### src/logic/rob_settings.svh
`ifndef ROB_SETTINGS_SVH
`define ROB_SETTINGS_SVH

// number of reorder buffer entries
// any power of two from 4 to 32
`define ROB_DEPTH 8

// entry index width, derived from the depth
`define ROB_TAG_W $clog2(`ROB_DEPTH)

// data, address and pc width
`define XLEN 32

`endif

### src/logic/rob_pkg.sv
`include "rob_settings.svh"

package rob_pkg;

    typedef logic [`XLEN-1:0]      word_t;
    typedef logic [`ROB_TAG_W-1:0] tag_t;
    typedef logic [4:0]            reg_idx_t;

    // what kind of retirement an entry needs
    typedef logic [1:0] op_kind_t;
    localparam op_kind_t OP_REG    = 2'd0;
    localparam op_kind_t OP_STORE  = 2'd1;
    localparam op_kind_t OP_BRANCH = 2'd2;
    localparam op_kind_t OP_JALR   = 2'd3;

    // store width, code 3 is unused
    typedef logic [1:0] store_size_t;
    localparam store_size_t SZ_BYTE = 2'd0;
    localparam store_size_t SZ_HALF = 2'd1;
    localparam store_size_t SZ_WORD = 2'd2;

    typedef enum logic [1:0] {
        C_IDLE,
        C_STORE_REQ,
        C_STORE_RELEASE
    } commit_state_t;

endpackage

### src/logic/rob_pointers.sv
`timescale 1ns/1ps
`include "rob_settings.svh"

module rob_pointers
    import rob_pkg::*;
(
    input  logic clk,
    input  logic rst_n,
    input  logic alloc_valid,
    input  logic retire,
    input  logic flush,
    output tag_t alloc_tag,
    output tag_t head_tag,
    output logic full,
    output logic empty
);

    tag_t                tail_ptr;
    tag_t                head_ptr;
    logic [`ROB_TAG_W:0] count;

    // both pointers wrap naturally since the depth is a power of two
    always_ff @(posedge clk or negedge rst_n) begin
        if (!rst_n) begin
            tail_ptr <= '0;
            head_ptr <= '0;
            count    <= '0;
        end else if (flush) begin
            tail_ptr <= '0;
            head_ptr <= '0;
            count    <= '0;
        end else begin
            if (alloc_valid) begin
                tail_ptr <= tail_ptr + 1'b1;
            end
            if (retire) begin
                head_ptr <= head_ptr + 1'b1;
            end
            // allocate and retire together leave the count alone
            case ({alloc_valid, retire})
                2'b10:   count <= count + 1'b1;
                2'b01:   count <= count - 1'b1;
                default: count <= count;
            endcase
        end
    end

    assign alloc_tag = tail_ptr;
    assign head_tag  = head_ptr;
    assign full      = (count == `ROB_DEPTH);
    assign empty     = (count == '0);

    // the allocating side must honour full
    a_no_alloc_when_full: assert property (
        @(posedge clk) disable iff (!rst_n) !(alloc_valid && full && !flush)
    ) else $error("allocation while the reorder buffer is full");

    // the commit machine only retires a ready head, which is never absent
    a_no_retire_when_empty: assert property (
        @(posedge clk) disable iff (!rst_n) !(retire && empty)
    ) else $error("retire while the reorder buffer is empty");

endmodule

### src/logic/rob_entries.sv
`timescale 1ns/1ps
`include "rob_settings.svh"

module rob_entries
    import rob_pkg::*;
(
    input  logic        clk,
    input  logic        rst_n,
    // allocation
    input  logic        alloc_valid,
    input  tag_t        alloc_tag,
    input  op_kind_t    alloc_kind,
    input  reg_idx_t    alloc_dest,
    input  store_size_t alloc_size,
    // result bus
    input  logic        cdb_valid,
    input  tag_t        cdb_tag,
    input  word_t       cdb_value,
    input  word_t       cdb_addr,
    input  logic        cdb_mispredict,
    input  word_t       cdb_target,
    // operand lookup
    input  tag_t        lookup_tag,
    output logic        lookup_ready,
    output word_t       lookup_value,
    // commit side
    input  tag_t        head_tag,
    input  logic        retire,
    input  logic        flush,
    output logic        head_ready,
    output op_kind_t    head_kind,
    output reg_idx_t    head_dest,
    output word_t       head_value,
    output word_t       head_addr,
    output store_size_t head_size,
    output logic        head_mispredict,
    output word_t       head_target
);

    // per-entry control bits
    logic [`ROB_DEPTH-1:0] busy;
    logic [`ROB_DEPTH-1:0] ready;

    // per-entry payload
    op_kind_t    kind       [`ROB_DEPTH];
    reg_idx_t    dest       [`ROB_DEPTH];
    store_size_t size       [`ROB_DEPTH];
    word_t       value      [`ROB_DEPTH];
    word_t       addr       [`ROB_DEPTH];
    logic        mispredict [`ROB_DEPTH];
    word_t       target     [`ROB_DEPTH];

    logic bypass_hit;

    // alloc never lands on the head while a retire is pending,
    // so the three updates below touch different entries
    always_ff @(posedge clk or negedge rst_n) begin
        if (!rst_n) begin
            busy  <= '0;
            ready <= '0;
        end else if (flush) begin
            busy  <= '0;
            ready <= '0;
        end else begin
            if (alloc_valid) begin
                busy[alloc_tag]  <= 1'b1;
                ready[alloc_tag] <= 1'b0;
            end
            if (cdb_valid) begin
                ready[cdb_tag] <= 1'b1;
            end
            if (retire) begin
                busy[head_tag]  <= 1'b0;
                ready[head_tag] <= 1'b0;
            end
        end
    end

    // static fields at allocation, results from the bus
    always_ff @(posedge clk) begin
        if (alloc_valid) begin
            kind[alloc_tag] <= alloc_kind;
            dest[alloc_tag] <= alloc_dest;
            size[alloc_tag] <= alloc_size;
        end
        if (cdb_valid) begin
            value[cdb_tag]      <= cdb_value;
            addr[cdb_tag]       <= cdb_addr;
            mispredict[cdb_tag] <= cdb_mispredict;
            target[cdb_tag]     <= cdb_target;
        end
    end

    // lookup sees a result on the bus in the same cycle
    assign bypass_hit = cdb_valid && (cdb_tag == lookup_tag);

    always_comb begin
        if (bypass_hit) begin
            lookup_ready = 1'b1;
            lookup_value = cdb_value;
        end else begin
            lookup_ready = ready[lookup_tag];
            lookup_value = value[lookup_tag];
        end
    end

    // head readout, registered state only
    assign head_ready      = ready[head_tag];
    assign head_kind       = kind[head_tag];
    assign head_dest       = dest[head_tag];
    assign head_value      = value[head_tag];
    assign head_addr       = addr[head_tag];
    assign head_size       = size[head_tag];
    assign head_mispredict = mispredict[head_tag];
    assign head_target     = target[head_tag];

    // results only come back for instructions still in flight
    a_cdb_hits_busy: assert property (
        @(posedge clk) disable iff (!rst_n) cdb_valid |-> busy[cdb_tag]
    ) else $error("result bus wrote tag %0d which is not allocated", cdb_tag);

endmodule

### src/logic/store_align.sv
`timescale 1ns/1ps
`include "rob_settings.svh"

module store_align
    import rob_pkg::*;
(
    input  word_t       head_addr,
    input  store_size_t head_size,
    input  word_t       head_value,
    output logic [3:0]  mem_be,
    output word_t       store_word
);

    logic [1:0]        offset;
    logic [2*`XLEN-1:0] doubled;

    assign offset = head_addr[1:0];

    // lane selection
    always_comb begin
        case (head_size)
            SZ_BYTE: mem_be = 4'b0001 << offset;
            SZ_HALF: mem_be = offset[1] ? 4'b1100 : 4'b0011;
            SZ_WORD: mem_be = 4'b1111;
            default: mem_be = 4'b1111;
        endcase
    end

    // rotate left by whole bytes, the upper half of the shifted pair
    // holds the rotated word so byte k ends up in lane k+offset
    assign doubled    = {head_value, head_value} << (8 * offset);
    assign store_word = doubled[2*`XLEN-1 -: `XLEN];

endmodule

### src/logic/commit_fsm.sv
`timescale 1ns/1ps
`include "rob_settings.svh"

module commit_fsm
    import rob_pkg::*;
(
    input  logic       clk,
    input  logic       rst_n,
    // head entry
    input  logic       head_ready,
    input  op_kind_t   head_kind,
    input  reg_idx_t   head_dest,
    input  word_t      head_value,
    input  logic       head_mispredict,
    input  word_t      head_target,
    input  word_t      head_addr,
    input  tag_t       head_tag,
    // aligned store from store_align
    input  word_t      store_word,
    input  logic [3:0] mem_be_in,
    // memory
    input  logic       mem_ack,
    // buffer control
    output logic       retire,
    output logic       flush,
    output word_t      redirect_pc,
    // register commit
    output logic       commit_valid,
    output reg_idx_t   commit_rd,
    output word_t      commit_value,
    output tag_t       commit_tag,
    // store port
    output logic       mem_req,
    output word_t      mem_addr,
    output word_t      mem_wdata,
    output logic [3:0] mem_be
);

    commit_state_t state;
    commit_state_t state_next;

    logic idle_ready;
    logic head_is_store;
    logic writes_reg;
    logic redirects;
    logic store_start;

    assign idle_ready    = (state == C_IDLE) && head_ready;
    assign head_is_store = (head_kind == OP_STORE);
    assign writes_reg    = (head_kind == OP_REG) || (head_kind == OP_JALR);
    assign redirects     = ((head_kind == OP_BRANCH) || (head_kind == OP_JALR))
                           && head_mispredict;
    assign store_start   = idle_ready && head_is_store;

    always_comb begin
        state_next = state;
        case (state)
            C_IDLE: begin
                if (store_start) begin
                    state_next = C_STORE_REQ;
                end
            end
            C_STORE_REQ: begin
                if (mem_ack) begin
                    state_next = C_STORE_RELEASE;
                end
            end
            C_STORE_RELEASE: begin
                if (!mem_ack) begin
                    state_next = C_IDLE;
                end
            end
            default: state_next = C_IDLE;
        endcase
    end

    always_ff @(posedge clk or negedge rst_n) begin
        if (!rst_n) begin
            state   <= C_IDLE;
            mem_req <= 1'b0;
        end else begin
            state <= state_next;
            if (store_start) begin
                mem_req <= 1'b1;
            end else if ((state == C_STORE_REQ) && mem_ack) begin
                mem_req <= 1'b0;
            end
        end
    end

    // captured once per store, held through the whole handshake
    always_ff @(posedge clk) begin
        if (store_start) begin
            mem_addr  <= {head_addr[`XLEN-1:2], 2'b00};
            mem_wdata <= store_word;
            mem_be    <= mem_be_in;
        end
    end

    // non-stores leave in the cycle they become ready,
    // a store leaves once the memory has dropped ack
    assign retire = (idle_ready && !head_is_store)
                    || ((state == C_STORE_RELEASE) && !mem_ack);

    assign commit_valid = idle_ready && writes_reg;
    assign commit_rd    = head_dest;
    assign commit_value = head_value;
    assign commit_tag   = head_tag;

    assign flush       = idle_ready && redirects;
    assign redirect_pc = head_target;

    // four-phase rule, the memory only acknowledges an open request
    a_ack_follows_req: assert property (
        @(posedge clk) disable iff (!rst_n)
        $rose(mem_ack) |-> mem_req
    ) else $error("mem_ack rose without a pending mem_req");

endmodule

### src/logic/rob_top.sv
`timescale 1ns/1ps
`include "rob_settings.svh"

module rob_top
    import rob_pkg::*;
(
    input  logic        clk,
    input  logic        rst_n,
    // allocation
    input  logic        alloc_valid,
    input  op_kind_t    alloc_kind,
    input  reg_idx_t    alloc_dest,
    input  store_size_t alloc_size,
    output tag_t        alloc_tag,
    output logic        full,
    output logic        empty,
    // result bus
    input  logic        cdb_valid,
    input  tag_t        cdb_tag,
    input  word_t       cdb_value,
    input  word_t       cdb_addr,
    input  logic        cdb_mispredict,
    input  word_t       cdb_target,
    // operand lookup
    input  tag_t        lookup_tag,
    output logic        lookup_ready,
    output word_t       lookup_value,
    // register commit
    output logic        commit_valid,
    output reg_idx_t    commit_rd,
    output word_t       commit_value,
    output tag_t        commit_tag,
    // store port
    output logic        mem_req,
    output word_t       mem_addr,
    output word_t       mem_wdata,
    output logic [3:0]  mem_be,
    input  logic        mem_ack,
    // redirect
    output logic        flush,
    output word_t       redirect_pc
);

    tag_t        head_tag;
    logic        retire;
    logic        head_ready;
    op_kind_t    head_kind;
    reg_idx_t    head_dest;
    word_t       head_value;
    word_t       head_addr;
    store_size_t head_size;
    logic        head_mispredict;
    word_t       head_target;
    logic [3:0]  store_be;
    word_t       store_word;

    rob_pointers u_rob_pointers (
        .clk         (clk),
        .rst_n       (rst_n),
        .alloc_valid (alloc_valid),
        .retire      (retire),
        .flush       (flush),
        .alloc_tag   (alloc_tag),
        .head_tag    (head_tag),
        .full        (full),
        .empty       (empty)
    );

    rob_entries u_rob_entries (
        .clk             (clk),
        .rst_n           (rst_n),
        .alloc_valid     (alloc_valid),
        .alloc_tag       (alloc_tag),
        .alloc_kind      (alloc_kind),
        .alloc_dest      (alloc_dest),
        .alloc_size      (alloc_size),
        .cdb_valid       (cdb_valid),
        .cdb_tag         (cdb_tag),
        .cdb_value       (cdb_value),
        .cdb_addr        (cdb_addr),
        .cdb_mispredict  (cdb_mispredict),
        .cdb_target      (cdb_target),
        .lookup_tag      (lookup_tag),
        .lookup_ready    (lookup_ready),
        .lookup_value    (lookup_value),
        .head_tag        (head_tag),
        .retire          (retire),
        .flush           (flush),
        .head_ready      (head_ready),
        .head_kind       (head_kind),
        .head_dest       (head_dest),
        .head_value      (head_value),
        .head_addr       (head_addr),
        .head_size       (head_size),
        .head_mispredict (head_mispredict),
        .head_target     (head_target)
    );

    store_align u_store_align (
        .head_addr  (head_addr),
        .head_size  (head_size),
        .head_value (head_value),
        .mem_be     (store_be),
        .store_word (store_word)
    );

    commit_fsm u_commit_fsm (
        .clk             (clk),
        .rst_n           (rst_n),
        .head_ready      (head_ready),
        .head_kind       (head_kind),
        .head_dest       (head_dest),
        .head_value      (head_value),
        .head_mispredict (head_mispredict),
        .head_target     (head_target),
        .head_addr       (head_addr),
        .head_tag        (head_tag),
        .store_word      (store_word),
        .mem_be_in       (store_be),
        .mem_ack         (mem_ack),
        .retire          (retire),
        .flush           (flush),
        .redirect_pc     (redirect_pc),
        .commit_valid    (commit_valid),
        .commit_rd       (commit_rd),
        .commit_value    (commit_value),
        .commit_tag      (commit_tag),
        .mem_req         (mem_req),
        .mem_addr        (mem_addr),
        .mem_wdata       (mem_wdata),
        .mem_be          (mem_be)
    );

endmodule

### config.mk
export PLATFORM = sky130hd
export DESIGN_NAME = rob_top
export DESIGN_NICKNAME = d
export VERILOG_FILES = /design/src/logic/rob_pkg.sv /design/src/logic/rob_pointers.sv /design/src/logic/rob_entries.sv /design/src/logic/store_align.sv /design/src/logic/commit_fsm.sv /design/src/logic/rob_top.sv
export VERILOG_INCLUDE_DIRS = /design/src /design/src/logic
export SDC_FILE = /design/constraint.sdc
export NUM_CORES = 1
export LEC_CHECK = 0
export ABC_AREA = 0
export ABC_CLOCK_PERIOD_IN_PS = 6800
export CORE_UTILIZATION = 40
export CTS_CLUSTER_SIZE = 30
export DETAILED_ROUTE_END_ITERATION = 12
export DONT_BUFFER_PORTS = 1
export GPL_ROUTABILITY_DRIVEN = 0
export PLACE_DENSITY = 0.58
export SLEW_MARGIN = 20
export SYNTH_ARGS = -nofsm -noshare
export SYNTH_HDL_FRONTEND = slang
export SYNTH_SLANG_ARGS = --single-unit
### constraint.sdc
create_clock -name clk -period 6.8 [get_ports clk]
set_input_delay 1.02 -clock clk [delete_from_list [all_inputs] [get_ports clk]]
set_output_delay 1.02 -clock clk [all_outputs]
set_load 0.01 [all_outputs]
# Word level (Yosys, flattened, before mapping)
# Memory sizes are Yosys's and may differ from the RTL's.
# Cells that the tools add are included.
# classes
n_eq_ne	13
n_lt_le_gt_ge	7
bitwise	5
reduce_logical	26
n_addsub	4
n_mux	36
n_shift	2
# op_table
op	n
left shift 64 x 5 -> 64 bit	1
two-way mux 8 bit	6
two-way mux 32 bit	1
AND 8 bit	2
less-than comparator 3 x 4 -> 1 bit, second input constant	4
NOT 8 bit	2
case mux 4 bit (2 select lines)	2
logical AND 1 bit	12
two-way mux 1 bit	12
two-way mux 3 bit	4
demux 1 bit (select 3 bit)	3
greater-or-equal comparator 3 x 1 -> 1 bit, second input constant	3
== test 2 x 1 -> 1 bit, second input constant	4
== test 2 bit, second input constant	4
two-way mux 4 bit	2
OR 8 bit	1
adder 3 x 1 -> 3 bit, second input constant	2
binary-select mux 1 bit (select 3 bit)	2
zero test 2 bit	3
two-way mux 2 bit	3
case mux 2 bit (3 select lines)	1
nonzero test 2 bit	3
adder 4 x 1 -> 4 bit, second input constant	1
== test 4 bit, second input constant	1
10 further kinds	14
# word_totals
ram_bits	848
mem_count	7
out_inout_bits	181
reg_bits	87
inputBits	117
# memory_table
name	words	width	read_ports	rd_clocked_by_memory_dff	wr	line_no	rtl
u_rob_entries.addr	8	32	1	0	1	rob_entries.sv:49	word_t addr [`ROB_DEPTH];
u_rob_entries.target	8	32	1	0	1	rob_entries.sv:51	word_t target [`ROB_DEPTH];
u_rob_entries.value	8	32	2	0	1	rob_entries.sv:48	word_t value [`ROB_DEPTH];
u_rob_entries.dest	8	5	1	0	1	rob_entries.sv:46	reg_idx_t dest [`ROB_DEPTH];
u_rob_entries.kind	8	2	1	0	1	rob_entries.sv:45	op_kind_t kind [`ROB_DEPTH];
u_rob_entries.size	8	2	1	0	1	rob_entries.sv:47	store_size_t size [`ROB_DEPTH];
1 more memories	--	--	--	--	--	--	

# Depth between registers and ports, before layout
# Gate-level depths: netlist (run 1).
# depth
ltp_word	14
ltp_mapped	21

# Cells and area by module
# A second synthesis (run 1) with hierarchy kept.
# hier_totals
cells_unflattened	1725
hier_area_um2	39102.5
# modules_own_cells
module	instances	area_each_um2	cells_per_inst
rob_entries	1	34842.2	1452
commit_fsm	1	2771.4	164
store_align	1	869.6	47
rob_pointers	1	619.3	62

# Least setup slack after synthesis (run 1)
# OpenSTA, ideal clock, no wires.
# synth_timing
kind	input -> register
from	input port cdb_tag[0]
to	memory u_rob_entries.addr[0][0] (netlist name) (enable)
stages	2
path_slack_ns	-1.686
path_buffers	0
required_time_ns	6.125
setup_ns	0.675
arrival_ns	7.811
cell_sequence	nand2b_1 > nor3_1
# synth_rtl
item	line_no	rtl
from (decl)	rob_top.sv:19	input tag_t cdb_tag,
to (decl)	rob_entries.sv:49	
# No word-level cell before the write port.

# Final worst setup path (run 1)
# layout_timing
from	register u_rob_pointers.head_ptr[0] (netlist: u_rob_pointers.head_tag[0])
to	output port commit_value[8]
# layout_via
elab_chain_len	1
# layout_lines
item	line_no	rtl
from (decl)	rob_pointers.sv:19	tag_t head_ptr;
from (signal assigned)	rob_pointers.sv:37	head_ptr <= head_ptr + 1'b1;
memory (8 x 32 bit)	--	
to (decl)	rob_top.sv:31	output word_t commit_value,
# Every way passes these cells.

==> impl_metrics.tcl, run 1 <==
set metrics [dict create \
    drv_cap 0 \
    antenna_found_initial 0 \
    post_drt_wl_per_cell_um 29.9 \
    setup_slack_ns 1.35 \
    crit_path_cell_trace "buf_4, and2_2, a221oi_1, o22ai_1" \
    finalNetCount 2334 \
    critical_path.top_delay_family "flip-flops" \
    slowest_delay_ns 1.09 \
    port_buffers 0 \
    crit_type "flip-flop to primary output" \
    setup_viol 0 \
    final_area_um2 43100 \
    dieHeight_um 313 \
    peakVddDrop_v 0.000277 \
    initial_core_util 0.405 \
    busiest_layer "met2" \
    grt_usage 0.215 \
    grt.overflow.total 0 \
    crit_required_ns 5.78 \
    p_sw_mw 6.25 \
    fmax_mhz 183 \
    grt_pass1_wl_mm 153 \
    use_met2 0.359 \
    status "finished clean" \
    drtIter0Drc 2032 \
    syn_inst 2212 \
    syn2layout_area_growth_pct 11.6 \
    worst_slew_pin_slew_ns 1.12 \
    via_per_inst 5.85 \
    power_leakage_nw 13.9 \
    pre_cts_ws_ns 1.58 \
    worstSkewPairLatency_ns 0.68 \
    start_kind "flip-flop" \
    p_sw_frac 0.345 \
    clock-root-buffer "clkbuf_16" \
    drcViolationCount 0 \
    met1_usage 0.276 \
    worst_r2r_path_depth 13 \
    p_clk_frac 0.300 \
    grt_setup_unrepaired "false" \
    p_seq_frac 0.407 \
    synthFlopType "edfxtp_1" \
    syn_area_um2 38600 \
    path_clk_slew_ns 0.06 \
    synth_seq_cells 935 \
    cts_hold_buf 1 \
    path_buf_inv 1 \
    grt_max_degree 99 \
    cts_tree "yes" \
    cts.sinks 935 \
    synth.avg_cell_area_um2 17.5 \
    dieArea_um2 97800 \
    cts_setup_buffers 0 \
    cts_buffers 99 \
    ys_async_sr_fraction 0.0225 \
    grt_util_met3 0.0589 \
    drive_above_1_share 0.159 \
    hold_violations 0 \
    core_area_um2 95300 \
    cp_slowest_cell "dfrtp_4" \
    die_x_um 313 \
    combPwrFrac 0.293 \
    tns_ns 0 \
    cts_resized 0 \
    skew_ns 0.0616 \
    routed_wl_mm 106 \
    drv_slew 0 \
    placed_area_um2 39800 \
    arrival_ns 4.43 \
    yosysSeqAreaShare 0.724 \
    grt_pass1_vias 21712 \
    crit_fanout 60 \
    crit_cells 4 \
    hpwl_mm 61.1 \
    period_share 0.802 \
    ys_warn_count 0 \
    antenna_cells 0 \
    io_pins 298 \
    p_per_area_nw_per_um2 421 \
    firstDrtPassIters 5 \
    post-route-min-period_ns 5.45 \
    vias 20813 \
    synth_edf_count 914 \
    relSlewSlack 0.254 \
    postRouteAntennaNets 0 \
    internal_power_mw 11.9 \
    htreeDepth 3 \
    min_path_type "input pin to async pin" \
    synth.distinct_cells 73 \
    end_kind "primary output" \
    row_count 113 \
    clock_path_buffers 3 \
]
-- per-layer routing --
layer  vias to the layer above  wire (um)
li1                       8948          -
met1                     10949      43000
met2                       772      52200
met3                       144       8870
met4                         0       2140
met5                         -          0
-- stage by stage --
stage,hold slack (ns),std cells,power (mW),util
2_1_floorplan,0.503,2213,11.2,-
3_3_place_gp,0.517,3368,12.7,0.417
3_5_place_dp,0.539,3369,12.8,0.417
4_1_cts,0.0000974,3553,18.2,0.452
5_1_grt,0.00336,3555,18.9,0.452
6_report,0.0372,3555,18.1,0.452
-- cell usage in the layout (no fill, tap or decap), types with 13 or more instances in the layout --
cell type  Yosys  final
edfxtp_1     914    914
mux2i_1      202    202
nand2_1      117    117
clkbuf_16      0     99
mux4_2        96     96
nor2_1       100     94
a221oi_1      82     82
a21oi_1       81     81
o21ai_1       62     62
a22oi_1       57     57
o21ai_0       48     48
mux2_1        47     47
buf_4         17     34
o221ai_1      25     25
mux2_2        25     25
clkinv_1       0     25
clkinv_2       0     19
dfrtp_1       21     18
clkbuf_1      45     17
inv_1         14     13
a221o_1       13     13
bufinv_16      0     13
-- power by group through the flow --
stage          Combinational [mW]  Sequential [mW]  Clock, mW
6_report                     5.31             7.38       5.44
5_1_grt                      5.69             7.42       5.74
4_1_cts                      5.32             7.39       5.52
3_5_place_dp                 5.30             7.51          0
3_3_place_gp                 5.22             7.48          0
2_1_floorplan                3.94             7.25          0
-- final cells by class --
type                    instances  area [um2]
inverters                      19        88.8
repair buffers                 43         435
clock buffers                 116        2540
fillers                      8227       52200
well taps                    1265        1580
flip-flops and latches        935       28000
clock inverters                67         728
multi-input cells            1110        9730
-- synthesized netlist by cell type (21+ instances only) --
| master | instances | area (um2) |
|---|---|---|
| o21ai_1 | 62 | 310 |
| nand2_1 | 117 | 439 |
| a21oi_1 | 81 | 405 |
| buf_6 | 23 | 259 |
| edfxtp_1 | 914 | 27400 |
| mux2i_1 | 202 | 2020 |
| dfrtp_1 | 21 | 526 |
| o21ai_0 | 48 | 240 |
| clkbuf_1 | 45 | 169 |
| a221oi_1 | 82 | 718 |
| buf_2 | 45 | 225 |
| nor2_1 | 100 | 375 |
| o221ai_1 | 25 | 219 |
| a22oi_1 | 57 | 428 |
| mux4_2 | 96 | 2160 |
| mux2_2 | 25 | 282 |
| mux2_1 | 47 | 529 |
-- registers in the layout, summed over array words and instances (netlist names), 8 cells and up --
register and cells:
u_commit_fsm.mem_wdata 32, u_rob_entries.mispredict 8, u_rob_entries.size 16, u_commit_fsm.mem_addr 30
u_rob_entries.dest 40, u_rob_entries.ready 8, u_rob_entries.addr 256, u_rob_entries.kind 16
u_rob_entries.target 256, u_rob_entries.value 256
-- cells by family (layout without fill, tap and decap cells) --
kind of cell               after synthesis  in the layout  share of synthesized area
adders and majority gates                9              9                    0.00292
DFF                                    935            935                      0.724
xor gates and xnor gates                10             10                    0.00227
other                                    1              2                  0.0000971
buffers and inverters                  168            245                     0.0266
AOI/OAI and AO/OA                      433            433                     0.0795
and+or+nand+nor                        280            280                     0.0323
muxes                                  376            376                      0.132
-- worst paths after layout --
path / startpoint / endpoint / slack [ns]
setup / recovery: u_rob_pointers.head_tag[0]$_DFFE_PN0P_ / commit_value[8] / 1.35
hold / removal: rst_n / u_commit_fsm.mem_req$_DFFE_PN0P_ / 0.04
setup reg to reg: u_rob_pointers.head_tag[0]$_DFFE_PN0P_ / u_rob_pointers.count[3]$_DFFE_PN0P_ / 1.62
hold reg to reg: u_rob_entries.addr[7][10]$_DFFE_PP_ / u_commit_fsm.mem_addr[10]$_DFFE_PP_ / 0.56
max in group asynchronous: rst_n / u_rob_pointers.alloc_tag[2]$_DFFE_PN0P_ / 5.70
min in group clk: cdb_addr[6] / u_rob_entries.addr[5][6]$_DFFE_PP_ / 0.43
(Power assumes the default switching activity.)
==> run 2, diff against run 1 <==
- ABC_CLOCK_PERIOD_IN_PS: 6800 -> 4550
- PLACE_DENSITY: 0.58 -> 0.6
- clock period: 6.8 -> 4.55 ns (I/O delays scaled with it)
==> impl_metrics.tcl, run 2 (synthesis results as in run 1) <==
set metrics [dict create \
    postRouteAntennaNets 0 \
    power_leakage_nw 13.9 \
    vias 21192 \
    via_per_inst 5.95 \
    worst_slew_pin_slew_ns 1.09 \
    drv_cap 0 \
    grt_usage 0.212 \
    hold_path_depth 0 \
    arrival_ns 3.43 \
    placed_area_um2 40000 \
    dieArea_um2 97800 \
    drive_above_1_share 0.163 \
    drv_slew 0 \
    crit_type "flip-flop to primary output" \
    slowest_delay_ns 0.66 \
    path_clk_slew_ns 0.06 \
    post-place-cells 3390 \
    core_area_um2 95300 \
    firstDrtPassIters 8 \
    crit_fanout 44 \
    top_regs "u_rob_entries.addr: 256 flops, u_rob_entries.target: 256 flops, u_rob_entries.value: 256 flops" \
    antenna_found_initial 1 \
    worstSkewPairLatency_ns 0.68 \
    cts_tree "yes" \
    start_kind "flip-flop" \
    crit_required_ns 3.87 \
    grt_max_degree 99 \
    cts_buffers 96 \
    skew_ns 0.0577 \
    final_common_cell "edfxtp_1" \
    finalNetCount 2352 \
    grt_pass1_vias 21489 \
    cts.sinks 935 \
    final_area_um2 43100 \
    tns_ns 0 \
    antenna_cells 0 \
    initial_core_util 0.405 \
    clock-root-buffer "clkbuf_16" \
    cp_slowest_cell "and2_4" \
    io_pins 298 \
    min_path_type "input pin to flip-flop" \
    final_cells 3564 \
    relSlewSlack 0.273 \
    port_buffers 0 \
    row_count 113 \
    grt_pass1_wl_mm 151 \
    die_x_um 313 \
    syn2layout_area_growth_pct 11.6 \
    drcViolationCount 0 \
    period_share 0.904 \
    grt_setup_unrepaired "false" \
    drtIter0Drc 2103 \
    peakVddDrop_v 0.000483 \
    grt.overflow.total 0 \
    post_drt_wl_per_cell_um 29.4 \
    setup_viol 0 \
    crit_path_cell_trace "buf_4, and2_4, a221oi_1, o22ai_1" \
    routed_wl_mm 105 \
    p_per_area_nw_per_um2 621 \
    hpwl_mm 59.9 \
    hold_violations 0 \
    clock_path_buffers 3 \
    fmax_mhz 243 \
    end_kind "primary output" \
    status "finished clean" \
    htreeDepth 3 \
    dieHeight_um 313 \
    post-route-min-period_ns 4.11 \
    final_cell_mix "edfxtp_1, mux2i_1, nand2_1, clkbuf_16, mux4_2" \
    worst_r2r_path_depth 12 \
]
run 2: worst paths after layout:
| kind | start | to | slack, ns |
|---|---|---|---|
| worst max-delay path | u_rob_pointers.head_tag[0]$_DFFE_PN0P_ | commit_value[23] | 0.44 |
| worst min-delay path | cdb_addr[23] | u_rob_entries.addr[5][23]$_DFFE_PP_ | 0.09 |
| worst max register to register | u_rob_pointers.head_tag[1]$_DFFE_PN0P_ | u_rob_pointers.count[3]$_DFFE_PN0P_ | 0.59 |
| worst min register to register | u_commit_fsm.mem_req$_DFFE_PN0P_ | u_commit_fsm.mem_req$_DFFE_PN0P_ | 0.56 |
| max in group asynchronous | rst_n | u_rob_pointers.head_tag[2]$_DFFE_PN0P_ | 3.60 |
| min in group asynchronous | rst_n | u_rob_pointers.alloc_tag[2]$_DFFE_PN0P_ | 0.53 |
run 2: metrics by stage:
stage          power, mW  hold slack [ns]  setup WS (ns)   util
2_1_floorplan       16.7            0.387         -0.973      -
3_3_place_gp        19.1            0.388          0.665  0.420
3_5_place_dp        19.3            0.388          0.636  0.420
4_1_cts             26.9           0.0462         0.0584  0.452
5_1_grt             27.8           0.0441          0.223  0.452
6_report            26.8           0.0884          0.435  0.452
run 2: per-layer routing:
| layer | wire length (um) | global-route usage |
|---|---|---|
| met1 | 41700 | 0.272 |
| met2 | 51900 | 0.358 |
| met3 | 9120 | 0.0552 |
| met4 | 2140 | 0.0518 |
| met5 | 0 | 0 |
run 2: critical path, delay by kind of cell (launching register included):
family / cells / cell delay, ns
buffers and inverters: 1 / 0.63
and+or+nand+nor: 1 / 0.66
DFF: 1 / 0.61
AOI/OAI and AO/OA: 2 / 0.81
run 2: power breakdown:
part / internal (mW) / leakage [nW] / switching (mW) / total, mW
clock: 4.33 / 1.46 / 3.29 / 7.62
sequential: 10.4 / 8.56 / 0.501 / 10.9
combinational: 2.78 / 3.83 / 5.49 / 8.27
total: 17.5 / 13.9 / 9.28 / 26.8
run 2: layout make-up:
| class | instances | area, um2 |
|---|---|---|
| tap | 1265 | 1580 |
| fill | 8246 | 52200 |
| multi-input combinational | 1110 | 9730 |
| timing repair buffer | 64 | 676 |
| clock inverter | 47 | 480 |
| clock buffer | 124 | 2560 |
| inverter | 19 | 88.8 |
| sequential | 935 | 28000 |
run 2: timing repair:
item,4_1_cts,5_1_grt
endpoints found under the hold margin,21,10
hold buffers,1,1
gates resized for setup,0,1
endpoints found under the setup margin,0,2
buffers inserted,0,0
